===== src/logic/decode_params.svh =====
// Widths, ISA field positions and class bit positions shared by the decode packages and RTL
`ifndef DECODE_PARAMS_SVH
`define DECODE_PARAMS_SVH

// ==========================================================================
// Datapath and instruction format
// ==========================================================================

`define DEC_XLEN          32
`define DEC_ILEN          32
`define DEC_OPC_BITS      6
`define DEC_REG_BITS      6

// Field positions inside the instruction word
`define DEC_OPC_LSB       0
`define DEC_RD_LSB        6
`define DEC_RS1_LSB       12
`define DEC_RS2_LSB       18

// Register file shape. The top eight registers belong to machine mode only
`define DEC_NUM_REGS      64
`define DEC_PRIV_REG_BASE 56

// ==========================================================================
// Operation class vector, one flag per bit
// ==========================================================================

`define DEC_CLS_ALU       0
`define DEC_CLS_MUL       1
`define DEC_CLS_DIV       2
`define DEC_CLS_LOAD      3
`define DEC_CLS_STORE     4
`define DEC_CLS_MEM       5
`define DEC_CLS_BRANCH    6
`define DEC_CLS_JUMP      7
`define DEC_CLS_CSR       8
`define DEC_CLS_FENCE     9
`define DEC_CLS_SYS       10
`define DEC_NUM_CLASSES   11

`endif


===== src/logic/isa_pkg.sv =====
// Instruction-set types and field extractors, imported by every decoder that looks at instr bits
`include "decode_params.svh"

package isa_pkg;

	// Opcode values of the toy ISA
	// Anything outside this list decodes as unimplemented
	typedef enum logic [`DEC_OPC_BITS-1:0] {
		OP_NOP   = 6'd0,
		OP_ADD   = 6'd1,
		OP_ADDI  = 6'd2,
		OP_AND   = 6'd3,
		OP_OR    = 6'd4,
		OP_MUL   = 6'd5,
		OP_DIV   = 6'd6,
		OP_LOAD  = 6'd7,
		OP_STORE = 6'd8,
		OP_BEQ   = 6'd9,
		OP_JSR   = 6'd10,
		OP_CSR   = 6'd11,
		OP_FENCE = 6'd12,
		OP_SYS   = 6'd13
	} opcode_t;

	typedef logic [`DEC_REG_BITS-1:0] reg_num_t;
	typedef logic [`DEC_ILEN-1:0]     instr_t;
	typedef logic [`DEC_XLEN-1:0]     value_t;

	// User mode is the reset-safe encoding
	typedef enum logic {
		MODE_USER    = 1'b0,
		MODE_MACHINE = 1'b1
	} op_mode_t;

	// ==========================================================================
	// Field extractors
	// ==========================================================================

	// The cast keeps undefined opcode values; callers fall into their default arm
	function automatic opcode_t get_opcode(input instr_t i);
		return opcode_t'(i[`DEC_OPC_LSB +: `DEC_OPC_BITS]);
	endfunction

	function automatic reg_num_t get_rd(input instr_t i);
		return i[`DEC_RD_LSB +: `DEC_REG_BITS];
	endfunction

	function automatic reg_num_t get_rs1(input instr_t i);
		return i[`DEC_RS1_LSB +: `DEC_REG_BITS];
	endfunction

	function automatic reg_num_t get_rs2(input instr_t i);
		return i[`DEC_RS2_LSB +: `DEC_REG_BITS];
	endfunction

endpackage


===== src/logic/decode_pkg.sv =====
// Decode result types, imported by the class decoder and the decode stage top level
`include "decode_params.svh"

package decode_pkg;

	// Fault cause reported with each decoded slot
	// Unimplemented outranks a bad register when both apply
	typedef enum logic [1:0] {
		FLT_NONE   = 2'd0,
		FLT_BADREG = 2'd1,
		FLT_UNIMP  = 2'd2
	} cause_t;

	// One flag per operation class, indexed by the DEC_CLS_* positions
	typedef logic [`DEC_NUM_CLASSES-1:0] op_class_t;

	// MEM rides along with LOAD and STORE, so it is masked off when
	// counting how many primary classes an opcode claims
	localparam op_class_t CLS_MEM_MASK = op_class_t'(1) << `DEC_CLS_MEM;

	// Value of the class vector for a bubble or an unimplemented opcode
	localparam op_class_t CLS_NONE = '0;

endpackage


===== src/logic/reg_fields_if.sv =====
// Register field bundle between the register decoder and the decode stage output register
`timescale 1ns/1ps

interface reg_fields_if import isa_pkg::*; ();

	// Register numbers, zero when the opcode does not use the field
	reg_num_t rd;
	reg_num_t rs1;
	reg_num_t rs2;

	// Field is used by the opcode
	logic     has_rd;
	logic     has_rs1;
	logic     has_rs2;

	// Field names register zero, which reads as zero
	logic     rd_z;
	logic     rs1_z;
	logic     rs2_z;

	// A used field names a privileged register outside machine mode
	logic     bad_reg;

	modport source (
		output rd, rs1, rs2,
		output has_rd, has_rs1, has_rs2,
		output rd_z, rs1_z, rs2_z,
		output bad_reg
	);

	modport sink (
		input rd, rs1, rs2,
		input has_rd, has_rs1, has_rs2,
		input rd_z, rs1_z, rs2_z,
		input bad_reg
	);

endinterface


===== src/logic/decode_regs.sv =====
// Register field decoder; instantiated by the decode stage to pick rd, rs1, rs2 and check privilege
`timescale 1ns/1ps
`include "decode_params.svh"

module decode_regs import isa_pkg::*; (
	input  instr_t          instr,
	input  op_mode_t        mode,
	reg_fields_if.source    regs
);

	opcode_t  op;
	logic     use_rd;
	logic     use_rs1;
	logic     use_rs2;
	reg_num_t rd_num;
	reg_num_t rs1_num;
	reg_num_t rs2_num;

	// Privileged window runs from the base up to the last register
	function automatic logic is_priv(input reg_num_t r);
		return int'(r) >= `DEC_PRIV_REG_BASE;
	endfunction

	assign op = get_opcode(instr);

	// ==========================================================================
	// Register use per opcode
	// ==========================================================================

	always_comb begin
		use_rd  = 1'b0;
		use_rs1 = 1'b0;
		use_rs2 = 1'b0;
		case (op)
			OP_ADD, OP_AND, OP_OR, OP_MUL, OP_DIV: begin
				use_rd  = 1'b1;
				use_rs1 = 1'b1;
				use_rs2 = 1'b1;
			end
			OP_ADDI, OP_LOAD, OP_CSR: begin
				use_rd  = 1'b1;
				use_rs1 = 1'b1;
			end
			OP_STORE, OP_BEQ: begin
				use_rs1 = 1'b1;
				use_rs2 = 1'b1;
			end
			OP_JSR: use_rd = 1'b1;
			// NOP, FENCE, SYS and all unimplemented opcodes read no registers
			default: ;
		endcase
	end

	// Unused fields are forced to zero so downstream sees register zero
	assign rd_num  = use_rd  ? get_rd(instr)  : '0;
	assign rs1_num = use_rs1 ? get_rs1(instr) : '0;
	assign rs2_num = use_rs2 ? get_rs2(instr) : '0;

	assign regs.rd      = rd_num;
	assign regs.rs1     = rs1_num;
	assign regs.rs2     = rs2_num;
	assign regs.has_rd  = use_rd;
	assign regs.has_rs1 = use_rs1;
	assign regs.has_rs2 = use_rs2;
	assign regs.rd_z    = (rd_num == '0);
	assign regs.rs1_z   = (rs1_num == '0);
	assign regs.rs2_z   = (rs2_num == '0);

	// A zeroed field can never hit the privileged window, so only used fields count
	assign regs.bad_reg = (mode == MODE_USER)
		&& (is_priv(rd_num) || is_priv(rs1_num) || is_priv(rs2_num));

	// Machine mode may touch every register, so the fault must stay quiet there
	a_no_badreg_machine: assert final (!(regs.bad_reg && mode == MODE_MACHINE))
		else $error("decode_regs: bad_reg raised in machine mode");

endmodule


===== src/logic/decode_imm.sv =====
// Immediate decoder; instantiated by the decode stage to build the sign-extended or pc-relative value
`timescale 1ns/1ps
`include "decode_params.svh"

module decode_imm import isa_pkg::*; (
	input  instr_t instr,
	input  value_t pc,
	output value_t imm,
	output logic   has_imm
);

	// Every immediate runs up to the top instruction bit and starts on a
	// field boundary. The I form sits in the rs2 slot, the S/B form just
	// above it, and the J form covers rs1 and rs2 together
	localparam int IMM_I_LSB = `DEC_RS2_LSB;
	localparam int IMM_S_LSB = `DEC_RS2_LSB + `DEC_REG_BITS;
	localparam int IMM_J_LSB = `DEC_RS1_LSB;

	opcode_t op;
	value_t  imm_i;
	value_t  imm_s;
	value_t  imm_j;

	assign op = get_opcode(instr);

	// An arithmetic shift of the whole word drops the low fields and
	// replicates bit 31 into the upper bits in one step
	assign imm_i = value_t'($signed(instr) >>> IMM_I_LSB);
	assign imm_s = value_t'($signed(instr) >>> IMM_S_LSB);
	assign imm_j = value_t'($signed(instr) >>> IMM_J_LSB);

	// ==========================================================================
	// Immediate select
	// ==========================================================================

	always_comb begin
		imm     = '0;
		has_imm = 1'b0;
		case (op)
			OP_ADDI, OP_LOAD: begin
				imm     = imm_i;
				has_imm = 1'b1;
			end
			OP_STORE: begin
				imm     = imm_s;
				has_imm = 1'b1;
			end
			// Branch and call targets are pc relative and wrap at XLEN bits
			OP_BEQ: begin
				imm     = pc + imm_s;
				has_imm = 1'b1;
			end
			OP_JSR: begin
				imm     = pc + imm_j;
				has_imm = 1'b1;
			end
			default: ;
		endcase
	end

endmodule


===== src/logic/decode_class.sv =====
// Operation class decoder; instantiated by the decode stage to flag the unit an opcode needs
`timescale 1ns/1ps
`include "decode_params.svh"

module decode_class import isa_pkg::*; import decode_pkg::*; (
	input  instr_t    instr,
	output op_class_t op_class,
	output logic      nop,
	output logic      implemented
);

	opcode_t op;

	assign op = get_opcode(instr);

	// ==========================================================================
	// Opcode to class map
	// ==========================================================================

	always_comb begin
		op_class    = CLS_NONE;
		nop         = 1'b0;
		implemented = 1'b1;
		case (op)
			// NOP claims no execution unit at all
			OP_NOP: nop = 1'b1;
			OP_ADD, OP_ADDI, OP_AND, OP_OR: begin
				op_class[`DEC_CLS_ALU] = 1'b1;
			end
			OP_MUL: op_class[`DEC_CLS_MUL] = 1'b1;
			OP_DIV: op_class[`DEC_CLS_DIV] = 1'b1;
			// Loads and stores also raise MEM so the memory pipe can steer on one bit
			OP_LOAD: begin
				op_class[`DEC_CLS_LOAD] = 1'b1;
				op_class[`DEC_CLS_MEM]  = 1'b1;
			end
			OP_STORE: begin
				op_class[`DEC_CLS_STORE] = 1'b1;
				op_class[`DEC_CLS_MEM]   = 1'b1;
			end
			OP_BEQ:   op_class[`DEC_CLS_BRANCH] = 1'b1;
			OP_JSR:   op_class[`DEC_CLS_JUMP]   = 1'b1;
			OP_CSR:   op_class[`DEC_CLS_CSR]    = 1'b1;
			OP_FENCE: op_class[`DEC_CLS_FENCE]  = 1'b1;
			OP_SYS:   op_class[`DEC_CLS_SYS]    = 1'b1;
			// Undefined opcodes leave the class vector empty
			default:  implemented = 1'b0;
		endcase
	end

	// Every real instruction goes to exactly one primary unit, and an
	// undefined opcode claims none, so issue never sees a conflict
	a_one_class: assert final (
		(implemented && !nop) ? $onehot(op_class & ~CLS_MEM_MASK)
		                      : (op_class == CLS_NONE))
		else $error("decode_class: class vector 0x%0h for opcode %0d", op_class, op);

endmodule


===== src/logic/insn_decoder.sv =====
// Decode stage top level; takes a fetched instruction and registers its decode under the enable
`timescale 1ns/1ps

module insn_decoder import isa_pkg::*; import decode_pkg::*; (
	input  logic      clk,
	input  logic      rst,
	input  logic      en,
	input  logic      instr_valid,
	input  instr_t    instr,
	input  value_t    pc,
	input  op_mode_t  mode,
	output logic      dec_valid,
	output logic      nop,
	output reg_num_t  rd,
	output reg_num_t  rs1,
	output reg_num_t  rs2,
	output logic      has_rd,
	output logic      has_rs1,
	output logic      has_rs2,
	output logic      rd_z,
	output logic      rs1_z,
	output logic      rs2_z,
	output value_t    imm,
	output logic      has_imm,
	output op_class_t op_class,
	output cause_t    cause
);

	value_t    dec_imm;
	logic      dec_has_imm;
	op_class_t dec_class;
	logic      dec_nop;
	logic      dec_impl;
	cause_t    dec_cause;

	reg_fields_if u_regs_if ();

	// ==========================================================================
	// Combinational decoders, all working on the raw instruction bits
	// ==========================================================================

	decode_regs u_regs (
		.instr (instr),
		.mode  (mode),
		.regs  (u_regs_if.source)
	);

	decode_imm u_imm (
		.instr   (instr),
		.pc      (pc),
		.imm     (dec_imm),
		.has_imm (dec_has_imm)
	);

	decode_class u_class (
		.instr       (instr),
		.op_class    (dec_class),
		.nop         (dec_nop),
		.implemented (dec_impl)
	);

	// Fault priority. An unimplemented opcode hides any register fault
	always_comb begin
		if (!dec_impl)
			dec_cause = FLT_UNIMP;
		else if (u_regs_if.bad_reg)
			dec_cause = FLT_BADREG;
		else
			dec_cause = FLT_NONE;
	end

	// ==========================================================================
	// Output register
	// ==========================================================================

	// Reset and bubbles both leave a nop that reads nothing.
	// With en low every field holds, which is how the next stage stalls us
	always_ff @(posedge clk) begin
		if (rst || (en && !instr_valid)) begin
			dec_valid <= 1'b0;
			nop       <= 1'b1;
			rd        <= '0;
			rs1       <= '0;
			rs2       <= '0;
			has_rd    <= 1'b0;
			has_rs1   <= 1'b0;
			has_rs2   <= 1'b0;
			rd_z      <= 1'b1;
			// After reset only rd_z is set; a bubble marks all fields as zero
			rs1_z     <= !rst;
			rs2_z     <= !rst;
			imm       <= '0;
			has_imm   <= 1'b0;
			op_class  <= CLS_NONE;
			cause     <= FLT_NONE;
		end else if (en) begin
			dec_valid <= 1'b1;
			nop       <= dec_nop;
			rd        <= u_regs_if.rd;
			rs1       <= u_regs_if.rs1;
			rs2       <= u_regs_if.rs2;
			has_rd    <= u_regs_if.has_rd;
			has_rs1   <= u_regs_if.has_rs1;
			has_rs2   <= u_regs_if.has_rs2;
			rd_z      <= u_regs_if.rd_z;
			rs1_z     <= u_regs_if.rs1_z;
			rs2_z     <= u_regs_if.rs2_z;
			imm       <= dec_imm;
			has_imm   <= dec_has_imm;
			op_class  <= dec_class;
			cause     <= dec_cause;
		end
	end

	// A slot that is not valid must never carry a fault to the trap logic
	a_bubble_no_fault: assert property (@(posedge clk) disable iff (rst)
		!dec_valid |-> cause == FLT_NONE)
		else $error("insn_decoder: fault cause %0d on an invalid slot", cause);

endmodule


===== config.mk =====
export PLATFORM = sky130hd
export DESIGN_NAME = insn_decoder
export DESIGN_NICKNAME = d
export VERILOG_FILES = /design/src/logic/isa_pkg.sv /design/src/logic/decode_pkg.sv /design/src/logic/reg_fields_if.sv /design/src/logic/decode_regs.sv /design/src/logic/decode_imm.sv /design/src/logic/decode_class.sv /design/src/logic/insn_decoder.sv
export VERILOG_INCLUDE_DIRS = /design/src /design/src/logic
export SDC_FILE = /design/constraint.sdc
export NUM_CORES = 1
export LEC_CHECK = 0
export BUFFER_PORTS_ARGS = -buffer_cell sky130_fd_sc_hd__buf_2
export CORE_MARGIN = 2
export CORE_UTILIZATION = 35
export CTS_CLUSTER_SIZE = 14
export DETAILED_ROUTE_END_ITERATION = 10
export GPL_TIMING_DRIVEN = 0
export REMOVE_ABC_BUFFERS = 1
export SYNTH_ARGS = -nofsm -noshare
export SYNTH_HDL_FRONTEND = slang
export SYNTH_SLANG_ARGS = --single-unit
export TNS_END_PERCENT = 30

===== constraint.sdc =====
create_clock -name clk -period 5.4 [get_ports clk]
set_input_delay 0.54 -clock clk [delete_from_list [all_inputs] [get_ports clk]]
set_output_delay 0.54 -clock clk [all_outputs]
set_load 0.05 [all_outputs]

Word-level counts from Yosys, hierarchy flattened
Index checks and enable logic that the tools add are counted.

Bits of input ports: 69. Flip-flop bits (word level): 72. Logic and storage cells: 81.

Equal/unequal tests: 13. Multiplexer cells: 27. Add/subtract/negate cells: 2. $lt $le $gt $ge: 3. Bitwise logic cells: 1. Reductions and logical operators: 20.

Operators with widths (count): case mux 32 bit (4 select lines) (1); adder 32 bit (2); == test 6 x 4 -> 1 bit, second input constant (6); == test 6 x 3 -> 1 bit, second input constant (4); zero test 6 bit (4); 2-to-1 mux 1 bit (22); greater-or-equal comparator 6 bit, second input constant (3); 2-to-1 mux 6 bit (3); OR reduction 14 bit (1); == test 6 x 2 -> 1 bit, second input constant (2); OR reduction 10 bit (1); OR reduction 9 bit (1); OR reduction 7 bit (1); == test 6 x 1 -> 1 bit, second input constant (1); OR reduction 5 bit (1); OR reduction 2 bit (2); OR reduction 4 bit (1); logical OR 1 bit (3); logical AND 1 bit (2); zero test 1 bit (2); 2-to-1 mux 2 bit (1); nonzero test 2 bit (1); inverter 1 bit (1).

Logic depth before layout (Yosys ltp)
Depth after elaboration: 10. Depth in mapped cells: 16.

Modules after synthesis
From an unflattened synthesis, not the netlist that was laid out.

Cell total of the unflattened synthesis: 735. Area total of the unflattened synthesis: 5672.9 sq um.

By module, submodules not included: insn_decoder (times used 1, area an instance 2796.4 sq um, cells each 318, seq. area each 1461.4 sq um); decode_imm (times used 1, area an instance 2427.3 sq um, cells each 352, seq. area each 0.0 sq um); decode_regs (times used 1, area an instance 276.5 sq um, cells each 38, seq. area each 0.0 sq um); decode_class (times used 1, area an instance 172.7 sq um, cells each 27, seq. area each 0.0 sq um).

Least setup slack after synthesis
OpenSTA, ideal clock, no wires.

Path type: input to register. Start point: input port instr[5]. End point: register imm[12]. Stages: 16. Arrival: 3.769 ns. Buffers on the path: 2. Required time: 5.268 ns. Slack: 1.499 ns. Cells stage by stage: or2_1 > buf_6 > nor3b_4 > and2_1 > buf_2 > mux2_2 > ha_1 > fa_1 > a21o_1 > a21oi_1 > o21ai_2 > a21oi_1 > nand2_1 > xor2_1 > a221oi_1 > o21ai_0.

Word-level cells in the longest chain between the ends: 3. Elaborated cells between the ends (all ways): 7. Classes of those cells: eq/ne (5); mux (1); reduce/logical (1).

Ends and longest elaborated chain: start, declared (RTL line insn_decoder.sv:9) `input instr_t instr,`; == test 6 x 2 -> 1 bit / == test 6 x 3 -> 1 bit (equally long branches) (RTL line decode_imm.sv:39) `case (op)`; OR reduction 2 bit; case mux 32 bit (4 select lines) * (RTL line decode_imm.sv:39); end signal, assigned (RTL line insn_decoder.sv:108) `imm <= dec_imm;`; end, declared (RTL line insn_decoder.sv:23) `output value_t imm,`.

Mark *: on every way between the ends. The rest lies on a longest branch, timed or not. A chain may end at the register's enable or synchronous reset.

Worst setup path in the final report
Start point: input port instr[5]. End point: register imm[28].

Same word-level chain as after synthesis.

==> results.py <==
metrics = {
    "routing": {
        "drt_iter0_markers": 393,
        "routedWlPerCell_microns": 17.5,
        "drc": 0,
        "routed_wl_mm": 15.8,
        "drt_first_pass_iters": 5,
        "vias_per_cell": 5.64,
        "vias": 5105,
        "detail-route-antenna-nets": 0,
    },
    "sta": {
        "timing.final.crit_share_pct": 86.0,
        "skew_ps": 0,
        "setup_viol": 0,
        "setup_slack_ps": 755,
        "setup_tns_ps": 0,
        "rsz0062_at_grt": "no",
        "fmax_ghz": 0.215,
        "layout_min_cycle_time_ps": 4640,
        "relSlewSlack_pct": 28.4,
        "final_max_slew_viol_count": 0,
        "worstMarginPinSlew_ps": 1070,
        "final-hold-violation-count": 0,
    },
    "power_and_ir_drop": {
        "comb_power_share_pct": 24.6,
        "p_int_w": 0.00109,
        "p_seq_share_pct": 34.5,
        "p_per_area_nw_per_um2": 267,
        "power_switching_w": 0.000507,
        "p_leak_nw": 2.57,
        "swShare_pct": 31.8,
        "ir_drop_mv": 0.137,
        "clkPwrFrac_pct": 41.0,
    },
    "synth": {
        "yosys-top-cells-area": "dfxtp_1, ha_1, a21oi_1, nand2_1, nor2_1",
        "synth_edf_count": 2,
        "synth_largest_area_cell": "dfxtp_1",
        "ys_seq_area_share_pct": 29.7,
        "netlist_area_sq_um": 4920,
        "ys_types": 68,
        "ys_ff_latch": 72,
        "synthCells": 610,
        "yosysWarnings": 0,
        "avgSynthCellArea_sq_um": 8.06,
        "synth_ff_type": "dfxtp_1",
        "async_reset_ff_share_pct": 0,
        "yosysTopAreaCellShare_pct": 28.5,
    },
    "floorplan": {
        "io_pins": 141,
        "die_w_microns": 123,
        "dieArea_sq_um": 15000,
        "core_sq_um": 13800,
        "rows": 43,
        "die_h_microns": 123,
        "initial_core_util_pct": 35.6,
    },
    "global_route": {
        "grt_pass1_vias": 4968,
        "grt_overflow_total": 0,
        "grt_antenna_before_repair": 0,
        "track_usage_pct": 21.2,
        "grt_start_max_net_pins": 57,
        "grt_pass1_wl_mm": 25.1,
    },
    "cells_and_area": {
        "area_growth_pct": 21.5,
        "layout_common_cells": "buf_2, a21oi_1, dfxtp_1, nand2_1, nor2_1",
        "nNetsFinal": 827,
        "design_area_sq_um": 5980,
        "fill_cells": 1416,
        "drive_above_1_share_pct": 26.2,
        "antennaDiodeCount": 0,
        "multiInputGateArea_sq_um": 3230,
        "register_area_sq_um": 1460,
        "layout_commonest_cell": "buf_2",
    },
    "clocking": {
        "cts_buffer_depth": 2,
        "numClockSinks": 72,
        "h-tree-depth": 3,
        "hold_buffers": 0,
        "clock_latency_ps": 340,
        "path_clk_slew_ps": 60,
        "cts_tree": "done",
        "postCtsSetupRepairBufs": 0,
        "cts_root_buffer": "clkbuf_16",
        "cts_resized": 0,
        "numCtsBuffers": 9,
    },
    "setup_path": {
        "critical-path-max-stage-delay_ps": 740,
        "setup.worst_path.end_class": "flop",
        "worstPathRequired_ps": 5610,
        "cpMaxStageDelayCell": "and2_1",
        "cpMostUsedCell": "a21oi_1",
        "path_class": "in2reg",
        "worstSetupStartpointType": "input port",
        "crit_arrival_ps": 4860,
        "cp_max_fo": 21,
        "crit_chain": "buf_2 -> or2_1 -> nor3b_4 -> and2_1 -> mux2_2 -> ha_1 -> fa_1 -> a21o_1 -> a21oi_1 -> o21ai_2 -> a21oi_1 -> a21oi_1 -> a21oi_1 -> xor2_1 -> o21ai_0",
    },
    "min_path": {
        "hold_class": "in2reg",
    },
    "status": {
        "status": "completed",
    },
    "job": {
        "cap_violations": 0,
    },
    "place": {
        "dpl.hpwl_mm": 11.8,
        "dp_slack_ps": 438,
        "place_area_sq_um": 5650,
        "place.gp.congestion": 0.876,
        "portBuffers": 140,
    },
}
[cell families after synthesis]
logic type	Yosys count	share of synthesized area, %
fa+ha+maj	38	9.82
simple gates	191	18.4
buf+inv	50	4.53
xor+xnor	29	5.17
compound gates	218	29.7
flops	72	29.7
mux	12	2.62
[power by group through the flow]
stage                     registers [W]  clock network (W)  logic (W)
final                          0.000549           0.000653   0.000391
after global routing           0.000550           0.000687   0.000430
after CTS                      0.000549           0.000662   0.000389
after detailed placement       0.000561                  0   0.000386
after global placement         0.000560                  0   0.000382
after floorplan                0.000596                  0   0.000229
[worst max-delay path, delay by kind of cell]
kind / cells / cell delay (ps)
compound gates: 7 / 1540
xor+xnor: 1 / 190
fa+ha+maj: 2 / 630
buf+inv: 1 / 100
mux: 1 / 410
simple gates: 3 / 1430
[state kept, by name, indices dropped and copies added, names as in the netlist]
signal	count
rd	6
op_class	11
rs2	6
rs1	6
rd_z	1
has_rs2	1
nop	1
has_imm	1
has_rs1	1
rs2_z	1
dec_valid	1
imm	32
cause	2
rs1_z	1
has_rd	1
[area by class of cell]
cell class,instances,share of cell area (%)
flip-flops and latches,72,24.5
repair buffers,140,11.7
clock inverters,7,1.61
multi-input cells,488,54.1
inverters,9,0.565
well taps,180,3.77
clock buffers,9,3.77
[path summary, 6_finish.rpt]
kind / start / to / slack [ps] / cells past startpoint
worst max-delay path: instr[5] / imm[28]$_SDFFE_PP0P_ / 760 / 15
worst min-delay path: instr[6] / rd[0]$_SDFFE_PP0P_ / 460 / 3
worst max register to register: imm[25]$_SDFFE_PP0P_ / imm[25]$_SDFFE_PP0P_ / 4520 / 3
worst min register to register: op_class[9]$_SDFFE_PP0P_ / op_class[9]$_SDFFE_PP0P_ / 460 / 2
[layer usage]
layer / global-route usage, % / vias to the layer above / wire length, microns
li1: - / 2474 / -
met1: 27.7 / 2432 / 7180
met2: 34.9 / 176 / 7400
met3: 3.67 / 23 / 955
met4: 7.83 / 0 / 303
met5: 0 / - / 0
[synthesized netlist by cell type, types with 8 or more instances]
| library cell | n |
|---|---|
| a211oi_1 | 8 |
| dfxtp_1 | 70 |
| xnor2_1 | 13 |
| nand4_1 | 14 |
| inv_1 | 8 |
| nand2_1 | 55 |
| o22ai_1 | 8 |
| o21ai_0 | 28 |
| xor2_1 | 16 |
| ha_1 | 37 |
| nor2_1 | 54 |
| buf_2 | 10 |
| clkbuf_1 | 26 |
| nand3_1 | 26 |
| a21o_1 | 17 |
| and2_1 | 8 |
| a21oi_1 | 80 |
[per-stage QoR]
stage	utilization (%)	hold WS, ps	power [W]	cells
final	43.2	460	0.00159	905
after global routing	43.2	478	0.00167	905
after CTS	43.2	446	0.00160	905
after detailed placement	40.9	452	0.000947	889
after global placement	40.9	438	0.000942	889
after floorplan	-	630	0.000825	569
Note: power is estimated with default switching activity, not from simulation.
